$ cat src/adc_conv_pkg.sv
/*
 * ADC conversion definitions
 * channel and sample types, control byte fields, frame length,
 * state encodings for the decoder and the frame controller
 */
package adc_conv_pkg;

	typedef logic [2:0]		adc_chan_t;			// one of eight inputs
	typedef logic [11:0]	adc_sample_t;		// raw conversion result

	// control byte = {start, chan[2:0], 3'b000}
	localparam logic [1:0]	cmd_start = 2'b10;	// start field, top two bits
	localparam adc_chan_t	adc_last_chan = 3'd7;	// scan stops here
	localparam int unsigned	adc_chan_num = 8;	// result bank depth
	localparam int unsigned	frame_bytes = 3;	// cmd, high, low

	// frame controller
	typedef enum logic [2:0] {
		fr_idle,								// cs high, waiting for a command
		fr_select,								// cs just dropped
		fr_send,								// wr_req to the shift engine
		fr_wait_ack,							// byte in flight
		fr_gap,									// engine finishing, back to idle next
		fr_release								// cs high again, frame_done
	} frame_state_t;

	// command decoder
	typedef enum logic [1:0] {
		dec_idle,								// not busy
		dec_issue,								// cmd_valid out
		dec_wait_done							// frame running
	} decode_state_t;

endpackage

$ cat src/adc_spi_pkg.sv
/*
 * SPI link definitions
 * data byte and sclk divider types, bus mode, per-byte edge count
 */
package adc_spi_pkg;

	typedef logic [7:0]		spi_byte_t;			// one shifted byte, msb first
	typedef logic [15:0]	clk_div_t;			// half period = value + 2 sys clocks

	// mode 3: sclk rests high, adc drives on falling edge, master samples on rising
	localparam logic		spi_cpol = 1'b1;	// sclk level while idle
	localparam logic		spi_cpha = 1'b1;	// sample on trailing edge

	localparam int unsigned	spi_byte_bits = 8;					// bits per transfer
	localparam int unsigned	spi_edges = 2 * spi_byte_bits;		// sclk edges per byte

endpackage
$ cat src/adc_reader_top.sv
/*
 * ADC readout top level
 * request decoder, frame controller, SPI engine and result stage
 */
`timescale 1ns/1ps

module adc_reader_top (
	input	logic						sys_clk,		// system clock
	input	logic						sys_rst_n,		// sync reset, active low
	input	adc_spi_pkg::clk_div_t		clk_div,		// sclk half period
	input	logic						conv_req,		// request pulse
	input	logic						conv_scan,		// scan to channel 7
	input	adc_conv_pkg::adc_chan_t	conv_chan,		// channel or scan start
	input	logic						spi_miso,		// adc data out
	input	adc_conv_pkg::adc_chan_t	rd_chan,		// bank select
	output	logic						busy,			// request in progress
	output	logic						spi_cs_n,		// adc chip select
	output	logic						spi_sclk,		// adc clock
	output	logic						spi_mosi,		// adc data in
	output	logic						sample_valid,	// new sample
	output	adc_conv_pkg::adc_chan_t	sample_chan,
	output	adc_conv_pkg::adc_sample_t	sample_data,
	output	logic						sample_err,		// malformed frame
	output	adc_conv_pkg::adc_sample_t	rd_data			// bank read data
);
	import adc_spi_pkg::*;
	import adc_conv_pkg::*;

	logic			cmd_valid;
	spi_byte_t		cmd_byte;
	adc_chan_t		cmd_chan;
	logic			cs_ctrl;					// frame select, low active
	logic			wr_req;
	logic			wr_ack;
	spi_byte_t		data_tx;
	spi_byte_t		data_rx;
	logic			frame_done;
	adc_chan_t		frame_chan;
	spi_byte_t		frame_hi;
	spi_byte_t		frame_lo;

	adc_cmd_decode adc_cmd_decode_inst (
		.sys_clk(sys_clk), .sys_rst_n(sys_rst_n),
		.conv_req(conv_req), .conv_scan(conv_scan), .conv_chan(conv_chan),
		.frame_done(frame_done), .busy(busy),
		.cmd_valid(cmd_valid), .cmd_byte(cmd_byte), .cmd_chan(cmd_chan)
	);

	adc_frame_ctrl adc_frame_ctrl_inst (
		.sys_clk(sys_clk), .sys_rst_n(sys_rst_n),
		.cmd_valid(cmd_valid), .cmd_byte(cmd_byte), .cmd_chan(cmd_chan),
		.wr_ack(wr_ack), .data_rx(data_rx),
		.cs_ctrl(cs_ctrl), .wr_req(wr_req), .data_tx(data_tx),
		.frame_done(frame_done), .frame_chan(frame_chan),
		.frame_hi(frame_hi), .frame_lo(frame_lo)
	);

	spi_master spi_master_inst (
		.sys_clk(sys_clk), .sys_rst_n(sys_rst_n),
		.cs_ctrl(cs_ctrl), .cs(spi_cs_n),		// cs_ctrl already low active
		.sclk(spi_sclk), .mosi(spi_mosi), .miso(spi_miso),
		.clk_div_val(clk_div), .wr_req(wr_req), .wr_ack(wr_ack),
		.data_tx(data_tx), .data_rx(data_rx)
	);

	adc_result_store adc_result_store_inst (
		.sys_clk(sys_clk), .sys_rst_n(sys_rst_n),
		.frame_done(frame_done), .frame_chan(frame_chan),
		.frame_hi(frame_hi), .frame_lo(frame_lo), .rd_chan(rd_chan),
		.sample_valid(sample_valid), .sample_chan(sample_chan),
		.sample_data(sample_data), .sample_err(sample_err), .rd_data(rd_data)
	);

endmodule

$ cat src/adc_result_store.sv
/*
 * Result stage
 * sample assembly and frame check, per-channel result bank
 */
`timescale 1ns/1ps

module adc_result_store (
	input	logic						sys_clk,		// system clock
	input	logic						sys_rst_n,		// sync reset, active low
	input	logic						frame_done,		// frame complete pulse
	input	adc_conv_pkg::adc_chan_t	frame_chan,		// channel of the frame
	input	adc_spi_pkg::spi_byte_t		frame_hi,		// high sample byte
	input	adc_spi_pkg::spi_byte_t		frame_lo,		// low sample byte
	input	adc_conv_pkg::adc_chan_t	rd_chan,		// bank read select
	output	logic						sample_valid,	// new sample pulse
	output	adc_conv_pkg::adc_chan_t	sample_chan,	// its channel
	output	adc_conv_pkg::adc_sample_t	sample_data,	// its value
	output	logic						sample_err,		// malformed frame
	output	adc_conv_pkg::adc_sample_t	rd_data			// bank read data
);
	import adc_conv_pkg::*;

	adc_sample_t	bank [adc_chan_num];		// latest good sample per channel
	adc_sample_t	new_sample;					// assembled from the frame
	logic			new_err;					// high byte upper nibble set

	assign new_sample	= {frame_hi[3:0], frame_lo};
	assign new_err		= |frame_hi[7:4];		// adc returns zeros there
	assign rd_data		= bank[rd_chan];

	always_ff @(posedge sys_clk) begin
		if (!sys_rst_n)
			sample_valid <= 1'b0;
		else
			sample_valid <= frame_done;			// one cycle after the frame
	end

	always_ff @(posedge sys_clk) begin
		if (frame_done) begin
			sample_chan	<= frame_chan;
			sample_data	<= new_sample;
			sample_err	<= new_err;
		end
	end

	// bad frames are reported but never stored
	always_ff @(posedge sys_clk) begin
		if (!sys_rst_n) begin
			for (int i = 0; i < adc_chan_num; i++)
				bank[i] <= '0;
		end else if (frame_done && !new_err) begin
			bank[frame_chan] <= new_sample;
		end
	end

endmodule

$ cat src/adc_frame_ctrl.sv
/*
 * Frame controller
 * one chip-select frame per command with a command byte and two read bytes
 */
`timescale 1ns/1ps

module adc_frame_ctrl (
	input	logic						sys_clk,		// system clock
	input	logic						sys_rst_n,		// sync reset, active low
	input	logic						cmd_valid,		// command pulse
	input	adc_spi_pkg::spi_byte_t		cmd_byte,		// control byte to send
	input	adc_conv_pkg::adc_chan_t	cmd_chan,		// channel of this command
	input	logic						wr_ack,			// shift engine done
	input	adc_spi_pkg::spi_byte_t		data_rx,		// byte from shift engine
	output	logic						cs_ctrl,		// chip select, low active
	output	logic						wr_req,			// start one byte
	output	adc_spi_pkg::spi_byte_t		data_tx,		// byte for shift engine
	output	logic						frame_done,		// frame complete pulse
	output	adc_conv_pkg::adc_chan_t	frame_chan,		// channel of the frame
	output	adc_spi_pkg::spi_byte_t		frame_hi,		// second byte received
	output	adc_spi_pkg::spi_byte_t		frame_lo		// third byte received
);
	import adc_spi_pkg::*;
	import adc_conv_pkg::*;

	frame_state_t	state;						// frame state
	logic [1:0]		byte_cnt;					// byte index inside the frame
	spi_byte_t		cmd_reg;					// latched control byte
	logic			last_byte;					// third byte in flight

	assign last_byte	= (byte_cnt == 2'(frame_bytes - 1));
	assign wr_req		= (state == fr_send);
	assign data_tx		= (byte_cnt == 2'd0) ? cmd_reg : '0;	// zeros clock the sample out
	assign frame_done	= (state == fr_release);	// same cycle cs rises

	always_ff @(posedge sys_clk) begin
		if (!sys_rst_n) begin
			state		<= fr_idle;
			cs_ctrl		<= 1'b1;
			byte_cnt	<= 2'd0;
		end else begin
			case (state)
				fr_idle: begin
					if (cmd_valid) begin
						cs_ctrl		<= 1'b0;	// select next cycle
						byte_cnt	<= 2'd0;
						state		<= fr_select;
					end
				end
				fr_select:	state <= fr_send;
				fr_send:	state <= fr_wait_ack;
				fr_wait_ack: begin
					if (wr_ack && last_byte) begin
						cs_ctrl	<= 1'b1;
						state	<= fr_release;
					end else if (wr_ack) begin
						byte_cnt	<= byte_cnt + 2'd1;
						state		<= fr_gap;	// engine still in finish
					end
				end
				fr_gap:		state <= fr_send;
				fr_release:	state <= fr_idle;
				default:	state <= fr_idle;
			endcase
		end
	end

	// payload capture
	always_ff @(posedge sys_clk) begin
		if (state == fr_idle && cmd_valid) begin
			cmd_reg		<= cmd_byte;
			frame_chan	<= cmd_chan;
		end
		if (state == fr_wait_ack && wr_ack && byte_cnt == 2'd1)
			frame_hi <= data_rx;
		if (state == fr_wait_ack && wr_ack && last_byte)
			frame_lo <= data_rx;
	end

	// no byte may complete while no frame is open
	assert property (@(posedge sys_clk) disable iff (!sys_rst_n)
		state == fr_idle |-> cs_ctrl && !wr_ack)
		else $error("chip select low or byte ack while frame idle");

endmodule

$ cat src/adc_cmd_decode.sv
/*
 * Request decoder
 * single and scan requests to a sequence of ADC control bytes, busy flag
 */
`timescale 1ns/1ps

module adc_cmd_decode (
	input	logic						sys_clk,		// system clock
	input	logic						sys_rst_n,		// sync reset, active low
	input	logic						conv_req,		// host request pulse
	input	logic						conv_scan,		// 1 = scan up to channel 7
	input	adc_conv_pkg::adc_chan_t	conv_chan,		// single or start channel
	input	logic						frame_done,		// frame controller finished
	output	logic						busy,			// request in progress
	output	logic						cmd_valid,		// control byte pulse
	output	adc_spi_pkg::spi_byte_t		cmd_byte,		// control byte
	output	adc_conv_pkg::adc_chan_t	cmd_chan		// channel of cmd_byte
);
	import adc_conv_pkg::*;

	decode_state_t	state;						// decoder state
	logic			scan_mode;					// latched conv_scan
	adc_chan_t		cur_chan;					// channel being converted
	logic			last_frame;					// nothing left after this one

	assign last_frame	= !scan_mode || (cur_chan == adc_last_chan);
	assign busy			= (state != dec_idle);	// requests dropped while high
	assign cmd_byte		= {cmd_start, cur_chan, 3'b000};
	assign cmd_chan		= cur_chan;

	always_ff @(posedge sys_clk) begin
		if (!sys_rst_n) begin
			state		<= dec_idle;
			cmd_valid	<= 1'b0;
			scan_mode	<= 1'b0;
			cur_chan	<= '0;
		end else begin
			cmd_valid <= 1'b0;					// pulse by default
			case (state)
				dec_idle: begin
					if (conv_req) begin
						scan_mode	<= conv_scan;
						cur_chan	<= conv_chan;
						cmd_valid	<= 1'b1;
						state		<= dec_issue;
					end
				end
				dec_issue:	state <= dec_wait_done;
				dec_wait_done: begin
					if (frame_done && last_frame) begin
						state <= dec_idle;		// busy drops next cycle
					end else if (frame_done) begin
						cur_chan	<= cur_chan + 3'd1;	// ascending scan
						cmd_valid	<= 1'b1;
						state		<= dec_issue;
					end
				end
				default:	state <= dec_idle;
			endcase
		end
	end

	// a frame_done in the issue cycle would be lost
	assert property (@(posedge sys_clk) disable iff (!sys_rst_n)
		cmd_valid |-> state == dec_issue && !frame_done)
		else $error("cmd_valid outside issue state or with frame_done");

endmodule

$ cat src/spi_master.sv
/*
 * One-byte full-duplex SPI shift engine
 * programmable sclk half period, mode taken from the link package
 */
`timescale 1ns/1ps

module spi_master (
	input	logic					sys_clk,		// system clock
	input	logic					sys_rst_n,		// sync reset, active low
	input	logic					cs_ctrl,		// chip select from frame controller
	output	logic					cs,				// chip select pin
	output	logic					sclk,			// serial clock pin
	output	logic					mosi,			// serial data out
	input	logic					miso,			// serial data in
	input	adc_spi_pkg::clk_div_t	clk_div_val,	// sclk half period divider
	input	logic					wr_req,			// start one byte
	output	logic					wr_ack,			// byte done, data_rx valid
	input	adc_spi_pkg::spi_byte_t	data_tx,		// byte to shift out
	output	adc_spi_pkg::spi_byte_t	data_rx			// byte shifted in
);
	import adc_spi_pkg::*;

	typedef enum logic [2:0] {
		sm_idle,									// waiting for wr_req
		sm_sclk_idle,								// half period wait
		sm_sclk_edge,								// toggle sclk
		sm_last_half,								// hold after the last edge
		sm_ack,										// wr_ack
		sm_finish									// one spare cycle
	} spi_state_t;

	spi_state_t		state;							// engine state
	clk_div_t		cnt_clk;						// half period counter
	logic [4:0]		cnt_edge;						// sclk edges done this byte
	spi_byte_t		mosi_shift;						// outgoing bits
	spi_byte_t		miso_shift;						// incoming bits
	logic			half_done;						// divider expired
	logic			shift_out;						// move next bit onto mosi
	logic			sample_in;						// capture miso

	assign half_done	= (cnt_clk == clk_div_val);
	assign shift_out	= (state == sm_sclk_edge) &&
		(spi_cpha ? (cnt_edge != 5'd0 && !cnt_edge[0]) : cnt_edge[0]);
	assign sample_in	= (state == sm_sclk_edge) &&
		(spi_cpha ? cnt_edge[0] : !cnt_edge[0]);

	assign cs			= cs_ctrl;					// pin follows controller
	assign mosi			= mosi_shift[7];			// msb first
	assign data_rx		= miso_shift;
	assign wr_ack		= (state == sm_ack);

	always_ff @(posedge sys_clk) begin
		if (!sys_rst_n) begin
			state <= sm_idle;
		end else begin
			case (state)
				sm_idle: begin
					if (wr_req)
						state <= sm_sclk_idle;
				end
				sm_sclk_idle: begin
					if (half_done)
						state <= sm_sclk_edge;
				end
				sm_sclk_edge: begin
					if (cnt_edge == 5'(spi_edges - 1))	// last of 16 edges
						state <= sm_last_half;
					else
						state <= sm_sclk_idle;
				end
				sm_last_half: begin
					if (half_done)
						state <= sm_ack;
				end
				sm_ack:		state <= sm_finish;
				sm_finish:	state <= sm_idle;
				default:	state <= sm_idle;
			endcase
		end
	end

	// half period counter runs only in the wait states
	always_ff @(posedge sys_clk) begin
		if (!sys_rst_n)
			cnt_clk <= '0;
		else if (state == sm_sclk_idle || state == sm_last_half)
			cnt_clk <= cnt_clk + 16'd1;
		else
			cnt_clk <= '0;
	end

	always_ff @(posedge sys_clk) begin
		if (!sys_rst_n)
			cnt_edge <= 5'd0;
		else if (state == sm_idle)
			cnt_edge <= 5'd0;						// new byte
		else if (state == sm_sclk_edge)
			cnt_edge <= cnt_edge + 5'd1;
	end

	always_ff @(posedge sys_clk) begin
		if (!sys_rst_n)
			sclk <= spi_cpol;
		else if (state == sm_idle)
			sclk <= spi_cpol;						// park at idle level
		else if (state == sm_sclk_edge)
			sclk <= ~sclk;
	end

	// shift registers
	always_ff @(posedge sys_clk) begin
		if (state == sm_idle && wr_req)
			mosi_shift <= data_tx;					// msb out right away
		else if (shift_out)
			mosi_shift <= {mosi_shift[6:0], 1'b0};
		if (sample_in)
			miso_shift <= {miso_shift[6:0], miso};	// same clock as sclk edge
	end

	// ack lasts one cycle and no new byte may start in the finish cycle
	assert property (@(posedge sys_clk) disable iff (!sys_rst_n)
		wr_ack |=> !wr_ack && !wr_req)
		else $error("wr_ack held two cycles or wr_req during finish");

endmodule

$ cat config.mk
export PLATFORM = sky130hd
export DESIGN_NAME = adc_reader_top
export DESIGN_NICKNAME = d
export VERILOG_FILES = /design/src/adc_conv_pkg.sv /design/src/adc_spi_pkg.sv /design/src/adc_reader_top.sv /design/src/adc_result_store.sv /design/src/adc_frame_ctrl.sv /design/src/adc_cmd_decode.sv /design/src/spi_master.sv
export SDC_FILE = /design/constraint.sdc
export NUM_CORES = 1
export LEC_CHECK = 0
export BUFFER_PORTS_ARGS = -buffer_cell sky130_fd_sc_hd__buf_4
export CORE_UTILIZATION = 60
export DETAILED_ROUTE_END_ITERATION = 8
export PLACE_DENSITY = 0.82
export SLEW_MARGIN = 30
export SYNTH_ARGS = -nofsm -noshare
export SYNTH_HDL_FRONTEND = slang
export SYNTH_HIERARCHICAL = 1
export SYNTH_SLANG_ARGS = --single-unit
$ cat constraint.sdc
create_clock -name sys_clk -period 5.73 [get_ports sys_clk]
set_clock_uncertainty 0.1 [all_clocks]
set_input_delay 0.2865 -clock sys_clk [delete_from_list [all_inputs] [get_ports sys_clk]]
set_output_delay 0.2865 -clock sys_clk [all_outputs]
set_load 0.02 [all_outputs]
==> results.txt, run 1 <==
Mapped Cells = 630
cell family with the largest share of critical-path delay = simple AND/OR/NAND/NOR gates
ys async rst share = 0%
post-route design area = 0.00986 mm²
Die Ht = 122 µm
register area share after synthesis = 62.6%
Largest register FFs = 96
WL final = 17600 µm
total of max-cap violations = 0
n_diodes = 0
die area = 0.0150 mm²
most flop-heavy register = adc_result_store_inst/bank
Post-Syn Area per Cell = 13.8 µm²
layout cells sized above 1 = 24.4%
Clock Latency Late Sink = 430 ps
number of synthesized flops with an enable pin = 155
grt total ovfl = 0
actual slew at the worst max-slew pin = 853 ps
Routed WL per cell = 20.6 µm
Post-Syn Area = 0.00869 mm²
I/O pin count = 60
Port Buffer Count = 59
largest net degree at the start of global routing = 106
CTS buffer count = 17
top post-synthesis cells by area = edfxtp_1, dfxtp_1, nor4_1, mux4_2, mux2_2
Synth area leader = edfxtp_1
FILL cells = 927
period utilization = 53.1%
most frequent cells in the layout = edfxtp_1, nor4_1, buf_4
1st-iter DRT viols = 562
Area Overhead vs Synth = 13.5%
CORE AREA = 0.0140 mm²
peak supply drop = 251 µV
Root Driver = clkbuf_16
post-route insts no fill = 853
initial core utilization = 62.1%
Via density = 6.34
Max-slew headroom = 43.0%
Slew Viols, Final = 0
Total Routing Usage GR = 25.0%
worst-path maximum fanout = 105
Worst path slowest cell = o41ai_4
H-Tree Depth = 4
commonest non-fill, non-tap cell in the layout = edfxtp_1
CTS tree = yes
min-delay worst type = primary input to register
clock slew at reported path FFs = 60 ps
Vias = 5411
Synth top area share = 53.6%
global-route wire length before repair = 27300 µm
Static Leak = 3.37 nW
DP HPWL = 11400 µm
nature of the critical path endpoint = register
Crit path largest cell delay = 930 ps
Synth cell types = 52
Final GP Congestion = 0.780
TNS Setup = 0 ps
router iterations before antenna repair = 5
power per cell area = 302 mW/mm²
Rows = 43
crit path DAT = 3000 ps
Critical Path RT = 5690 ps
RSZ-0062 raised after global routing = no
kind of critical path = register to register
pre-CTS setup slack = 2470 ps
Critical Path Source Type = register
status = completed
Post-DRT Antenna Nets = 0
Num Clock Sinks = 194
Placed Instances = 817
final setup vio count = 0
layout net count = 696
DP Area = 0.00918 mm²
Yosys reg bits = 194
worst setup margin = 2690 ps
cts repair resizes = 0
Yosys warning count = 6
number of global-route vias before repair = 5109
critical-path cell list = and3b_2 > nand2_8 > o41ai_4
predominant post-synthesis flop cell = edfxtp_1
clock period minus worst slack = 3040 ps
Achievable Freq = 329 MHz
clk buf depth = 2
setup bufs post-CTS = 0
Die X = 122 µm
initial antenna violation count = 0
Largest regs = adc_result_store_inst/bank (96), spi_master_inst/cnt_clk (16), adc_result_store_inst/sample_data (12)
Residual DRC = 0
final hold violation count = 0
WP buf/inv = 0
-- repair_timing --
item,4_1_cts,5_1_grt
hold buffers,2,0
hold endpoints to repair,2,0
endpoints found under the setup margin,0,0
-- synth_stat cells, types with 2 or more instances --
master      n
buf_2       9
or2_2       3
nand2_1    31
xor2_1      7
o211ai_1    4
o21ai_0     4
nand4b_1    2
clkbuf_1   25
nand4_1     6
conb_1      2
a21o_1      3
xnor2_1    23
buf_4      11
mux2i_1     7
nand3_1    12
inv_1      11
and4_1      3
nor2b_1     5
nor3_1      4
buf_1       9
a21oi_1     4
edfxtp_1  155
dfxtp_1    39
a21boi_0    2
mux2_2     19
nand2b_1   18
o41ai_1     8
buf_6      10
nor4_1     96
or3_1       2
mux4_2     24
and3_1      7
and2_1      9
and3b_2     2
ha_1        9
nor3b_1     5
nor2_1     25
-- worst reg2reg max path, delay by kind of cell, from the launching register on --
family           cells  cell delay [ps]
flip-flops           1              530
AND/OR/NAND/NOR      2             1020
AO/OA/AOI/OAI        1             1020
-- kinds of logic after synthesis --
logic type | count (synthesis) | share of synthesized area (%)
other cells | 2 | 0.0865
xor+xnor | 30 | 3.02
flops | 194 | 62.6
mux | 50 | 9.49
compound gates | 32 | 2.74
buf+inv | 75 | 4.71
fa+ha+maj | 9 | 1.30
simple gates | 238 | 16.1
-- report_power, final --
part / switching, mW / total [mW] / internal, mW
Sequential: 0.0231 / 1.58 / 1.56
Combinational: 0.116 / 0.212 / 0.0960
Clock: 0.490 / 1.18 / 0.694
Total: 0.629 / 2.97 / 2.35
-- cell type report --
| cell class | instances | area, µm² | share of cell area (%) |
|---|---|---|---|
| Sequential cell | 194 | 5440 | 55.1 |
| Multi-Input combinational cell | 364 | 2980 | 30.2 |
| Timing Repair Buffer | 72 | 578 | 5.86 |
| Clock buffer | 24 | 534 | 5.42 |
| Tap cell | 180 | 225 | 2.28 |
| Clock inverter | 8 | 71.3 | 0.723 |
| Inverter | 11 | 41.3 | 0.419 |
-- per-layer routing --
| layer | global-route usage [%] | wire length, µm |
|---|---|---|
| met1 | 31.6 | 6950 |
| met2 | 41.4 | 8950 |
| met3 | 5.95 | 1210 |
| met4 | 10.1 | 485 |
| met5 | 0 | 0 |
-- worst paths after layout --
check                                    start                               end  slack (ps)  cells past startpoint
hold reg to reg     spi_master_inst/data_rx[7]   adc_frame_ctrl_inst/frame_hi[7]         370                      0
hold / removal                    conv_chan[2]   adc_cmd_decode_inst/cmd_chan[2]          50                      3
setup reg to reg  adc_frame_ctrl_inst/state[2]  adc_result_store_inst/bank[7][2]        2690                      3
setup / recovery  adc_frame_ctrl_inst/state[2]  adc_result_store_inst/bank[7][2]        2690                      3
-- metrics by stage --
step                      hold slack (ps)  power, mW  util [%]
after floorplan                       285       1.75         -
after global placement                340       1.81      65.3
after detailed placement              354       1.82      65.6
after CTS                            45.8       2.98      70.1
after global routing                 49.6       3.06      70.5
final                                53.5       2.97      70.5
Power figures use the tool's default switching activity.
==> run 2, diff against run 1 <==
Settings changed: CORE_UTILIZATION 60 to 55, PLACE_DENSITY 0.82 to 0.8.
Clock period 5.73 ns to 2.6 ns, I/O delays scaled along.
==> run 2 against run 1 <==
Flip-flop and latch count did not move. Final area rose by 0.62%. Worst hold slack improved by 47 ps. Sequential power rose by 120%. Die area rose by 8.9%. Non-clock buffer count rose by 11. Clock power rose by 130%. Via count fell by 0.44%. Core utilization fell by 5.7 points. Global-route usage fell by 2.1 points. Critical path type unchanged.
==> results.txt, run 2 (synthesis results as in run 1) <==
status = completed (unchanged)
Hold Crit Endpoint = adc_cmd_decode_inst/scan_mode (was adc_cmd_decode_inst/cmd_chan[2])
total of max-cap violations = 0 (unchanged)
cts repair resizes = 0 (unchanged)
most flop-heavy register = adc_result_store_inst/bank (unchanged)
Rows = 45 (was 43)
clock period minus worst slack = 2320 ps (was 3040 ps)
clk buf depth = 2 (unchanged)
kind of critical path = register to register (unchanged)
Hold Path Depth = 4 (was 3)
layout cells sized above 1 = 25.1% (was 24.4%)
Port Buffer Count = 59 (unchanged)
Max-slew headroom = 52.2% (was 43.0%)
Vias = 5387 (was 5411)
WL final = 17800 µm (was 17600 µm)
Post-DRT Antenna Nets = 0 (unchanged)
power per cell area = 668 mW/mm² (was 302 mW/mm²)
Die X = 128 µm (was 122 µm)
Largest regs = adc_result_store_inst/bank (96), spi_master_inst/cnt_clk (16), adc_result_store_inst/sample_data (12) (unchanged)
most frequent cells in the layout = edfxtp_1, nor4_1, buf_4 (unchanged)
1st-iter DRT viols = 469 (was 562)
period utilization = 89.1% (was 53.1%)
actual slew at the worst max-slew pin = 717 ps (was 853 ps)
Routed WL per cell = 19.8 µm (was 20.6 µm)
H-Tree Depth = 4 (unchanged)
smallest hold slack = 101 ps (was 53.5 ps)
min-delay worst type = primary input to register (unchanged)
Static Leak = 3.37 nW (about the same)
number of global-route vias before repair = 5314 (was 5109)
crit path DAT = 2420 ps (was 3000 ps)
initial antenna violation count = 1 (was 0)
worst-path maximum fanout = 77 (was 105)
min-delay src = conv_req (was conv_chan[2])
CORE AREA = 0.0153 mm² (was 0.0140 mm²)
Area Overhead vs Synth = 14.2% (was 13.5%)
largest net degree at the start of global routing = 98 (was 106)
n_diodes = 0 (unchanged)
die area = 0.0163 mm² (was 0.0150 mm²)
global-route wire length before repair = 28000 µm (was 27300 µm)
launch point of the worst reg-to-reg path = adc_frame_ctrl_inst/frame_hi[5] (was adc_frame_ctrl_inst/state[2])
layout net count = 707 (was 696)
Util after Layout = 64.8% (was 70.5%)
CTS tree = yes (unchanged)
Reg2Reg Depth = 3 (unchanged)
router iterations before antenna repair = 5 (unchanged)
Achievable Freq = 432 MHz (was 329 MHz)
CTS buffer count = 17 (unchanged)
final setup vio count = 0 (unchanged)
peak supply drop = 524 µV (was 251 µV)
initial core utilization = 56.7% (was 62.1%)
nature of the critical path endpoint = register (unchanged)
Final GP Congestion = 0.805 (was 0.780)
Total Routing Usage GR = 22.8% (was 25.0%)
Reg2Reg Capture Point = adc_result_store_inst/bank[5][11] (was adc_result_store_inst/bank[7][2])
grt total ovfl = 0 (unchanged)
clock slew at reported path FFs = 70 ps (was 60 ps)
Die Ht = 128 µm (was 122 µm)
DP HPWL = 11300 µm (was 11400 µm)
Largest register FFs = 96 (unchanged)
R2R setup slack = 280 ps (was 2690 ps)
Critical Path Source Type = register (unchanged)
final hold violation count = 0 (unchanged)
Clock Latency Late Sink = 420 ps (was 430 ps)
commonest non-fill, non-tap cell in the layout = edfxtp_1 (unchanged)
RSZ-0062 raised after global routing = no (unchanged)
Residual DRC = 0 (unchanged)
Root Driver = clkbuf_16 (unchanged)
Via density = 6.02 (was 6.34)
Num Clock Sinks = 194 (unchanged)
Critical Path RT = 2710 ps (was 5690 ps)
Slew Viols, Final = 0 (unchanged)
I/O pin count = 60 (unchanged)
[run 2: critical path: stages (launching register included)]
cell      delay, ps
edfxtp_1        370
or4_4           730
buf_4           410
nor4_1          440
[run 2: what timing repair did]
item	4_1_cts	5_1_grt
buffers inserted	0	0
hold buffers	6	0
endpoints found under the hold margin	6	0
[run 2: where the power goes]
group	internal [mW]	switching [mW]	total, mW
Sequential	3.43	0.0509	3.48
Clock	1.53	1.15	2.68
Combinational	0.217	0.257	0.474
[run 2: worst max path at each step]
stage	to	start	slack [ps]	depth (start not counted)
after floorplan	adc_result_store_inst/bank[1][0]	adc_frame_ctrl_inst/state[1]	-50	5
after global placement	adc_result_store_inst/bank[7][2]	adc_frame_ctrl_inst/frame_hi[5]	490	3
after detailed placement	adc_result_store_inst/bank[5][11]	adc_frame_ctrl_inst/frame_hi[5]	300	3
after CTS	adc_result_store_inst/bank[5][11]	adc_frame_ctrl_inst/frame_hi[5]	290	3
after global routing	adc_result_store_inst/bank[5][11]	adc_frame_ctrl_inst/frame_hi[5]	160	3
final	adc_result_store_inst/bank[5][11]	adc_frame_ctrl_inst/frame_hi[5]	280	3
[run 2: final cells by class]
cell class | count | area [µm²]
clock buffer | 17 | 425
inverter | 11 | 41.3
sequential | 194 | 5440
timing repair buffer | 83 | 651
multi-input combinational | 364 | 2920
fill | 1128 | 5390
clock inverter | 15 | 184
tap | 211 | 264
[run 2: through the flow]
step	std cells	area, µm²	setup TNS, ps	power (mW)	setup WS, ps
after detailed placement	857	9250	0	4.01	299
after floorplan	633	8760	-4460	3.86	-52.3
after global routing	895	9920	0	6.81	157
final	895	9920	0	6.63	284
after CTS	895	9920	0	6.64	287
after global placement	857	9250	0	3.99	494
[run 2: layer usage]
metal / wire length, µm / track usage, % / share of wire [%]
met3: 1090 / 4.38 / 6.1
met4: 457 / 9.97 / 2.6
met1: 6980 / 28.9 / 39
met5: 12 / 0 / 0.068
met2: 9220 / 38.6 / 52
==> run 3, diff against run 2 <==
Settings changed: GPL_TIMING_DRIVEN from default to 0, PLACE_DENSITY 0.8 to 0.77.
==> run 3 against run 2 <==
Final area is 4.8% higher. First-iteration DRC count is 71% higher. Combinational power is 18% higher. Sequential power hardly changed. Global-route usage is 3.5 points higher. Total power is 0.65% higher. Clock power hardly changed. Worst hold slack worse by 19 ps. Non-clock buffer count is 65 higher. Core utilization is 3.1 points higher. Critical endpoint is now adc_result_store_inst/bank[3][5].
==> results.txt, run 3 (synthesis results as in run 1) <==
layout net count = 772 (was 707)
Root Driver = clkbuf_16 (unchanged)
Final GP Congestion = 0.877 (was 0.805)
final setup vio count = 0 (unchanged)
min-delay worst type = primary input to register (unchanged)
Die Ht = 128 µm (unchanged)
worst-path maximum fanout = 10 (was 77)
clock period minus worst slack = 2460 ps (was 2320 ps)
kind of critical path = register to register (unchanged)
Via density = 6.11 (was 6.02)
Max-slew headroom = 42.2% (was 52.2%)
DP HPWL = 13900 µm (was 11300 µm)
Clock Latency Late Sink = 440 ps (was 420 ps)
Util after Layout = 67.9% (was 64.8%)
Total Routing Usage GR = 26.3% (was 22.8%)
final hold violation count = 0 (unchanged)
layout cells sized above 1 = 26.6% (was 25.1%)
I/O pin count = 60 (unchanged)
die area = 0.0163 mm² (unchanged)
post-route design area = 0.0104 mm² (was 0.00992 mm²)
Vias = 5864 (was 5387)
number of global-route vias before repair = 5822 (was 5314)
CTS tree = yes (unchanged)
Die X = 128 µm (unchanged)
CORE AREA = 0.0153 mm² (unchanged)
RSZ-0062 raised after global routing = no (unchanged)
Slew Viols, Final = 0 (unchanged)
DP Area = 0.00963 mm² (was 0.00925 mm²)
actual slew at the worst max-slew pin = 865 ps (was 717 ps)
total of max-cap violations = 0 (unchanged)
Num Clock Sinks = 194 (unchanged)
most frequent cells in the layout = edfxtp_1, nor4_1, buf_4 (unchanged)
Rows = 45 (unchanged)
router iterations before antenna repair = 5 (unchanged)
Static Leak = 3.66 nW (was 3.37 nW)
clk buf depth = 2 (unchanged)
crit path DAT = 2520 ps (was 2420 ps)
grt total ovfl = 0 (unchanged)
Port Buffer Count = 57 (was 59)
initial core utilization = 56.7% (unchanged)
initial antenna violation count = 0 (was 1)
status = completed (unchanged)
most flop-heavy register = adc_result_store_inst/bank (unchanged)
largest net degree at the start of global routing = 20 (was 98)
nature of the critical path endpoint = register (unchanged)
Critical Path RT = 2660 ps (was 2710 ps)
Residual DRC = 0 (unchanged)
commonest non-fill, non-tap cell in the layout = edfxtp_1 (unchanged)
peak supply drop = 423 µV (was 524 µV)
global-route wire length before repair = 31400 µm (was 28000 µm)
power per cell area = 641 mW/mm² (was 668 mW/mm²)
WL final = 20300 µm (was 17800 µm)
Achievable Freq = 406 MHz (was 432 MHz)
Largest regs = adc_result_store_inst/bank (96), spi_master_inst/cnt_clk (16), adc_result_store_inst/sample_data (12) (unchanged)
Critical Path Source Type = register (unchanged)
period utilization = 94.6% (was 89.1%)
Largest register FFs = 96 (unchanged)
Routed WL per cell = 21.1 µm (was 19.8 µm)
1st-iter DRT viols = 802 (was 469)
n_diodes = 0 (unchanged)
H-Tree Depth = 4 (unchanged)
clock slew at reported path FFs = 70 ps (about the same)
Area Overhead vs Synth = 19.7% (was 14.2%)
CTS buffer count = 17 (unchanged)
Post-DRT Antenna Nets = 0 (unchanged)
==> run 3: per-layer routing <==
layer  track usage [%]  up-vias  share of wire, %
met3              6.30       63               7.3
li1                  -     2639                 -
met5                 0        -                 0
met2              43.0      335                50
met1              32.8     2827                39
met4              13.6        0               4.3
==> run 3: final timing paths <==
kind | startpoint | to | slack (ps) | cells after the start
setup / recovery | adc_frame_ctrl_inst/frame_chan[1] | adc_result_store_inst/bank[3][5] | 140 | 4
setup reg to reg | adc_frame_ctrl_inst/frame_chan[1] | adc_result_store_inst/bank[3][5] | 140 | 4
hold reg to reg | spi_master_inst/data_rx[7] | adc_frame_ctrl_inst/frame_hi[7] | 380 | 0
hold / removal | conv_req | adc_cmd_decode_inst/scan_mode | 80 | 4
==> run 3: per-stage QoR <==
stage                     setup WS, ps  power (mW)  hold WS [ps]  setup TNS [ps]  cells
after floorplan                  -52.3        3.86           129           -4460    633
after global placement            -794        4.01           215          -71160    901
after detailed placement          -398        4.06           216          -30970    909
after CTS                         13.7        6.68          71.9               0    958
after global routing              25.7        6.84           122               0    959
final                              139        6.67          81.5               0    959
==> run 3: final cells by class <==
type                       count  area [µm²]
tap                          211         264
inverter                      11        41.3
multi-input combinational    364        3020
sequential                   194        5440
timing repair buffer          85         686
buffer                        63         367
fill                        1089        4920
clock buffer                  18         429
clock inverter                13         160
==> run 3: repair_timing <==
item,in CTS,in global routing
gates resized for setup,3,1
pin swaps,8,0
setup buffers,8,2
hold endpoints to repair,11,0
hold buffers,10,0
cloned,0,0
setup endpoints to repair,145,117
==> run 3: power by group <==
| group | internal (mW) | switching [mW] |
|---|---|---|
| logic | 0.262 | 0.296 |
| clock network | 1.51 | 1.14 |
| registers | 3.43 | 0.0363 |
| total | 5.19 | 1.47 |
==> run 3: critical path: stages (launching register included) <==
cell      delay (ps)
edfxtp_1         380
clkbuf_1         570
inv_1            370
o41ai_4          510
buf_4            240
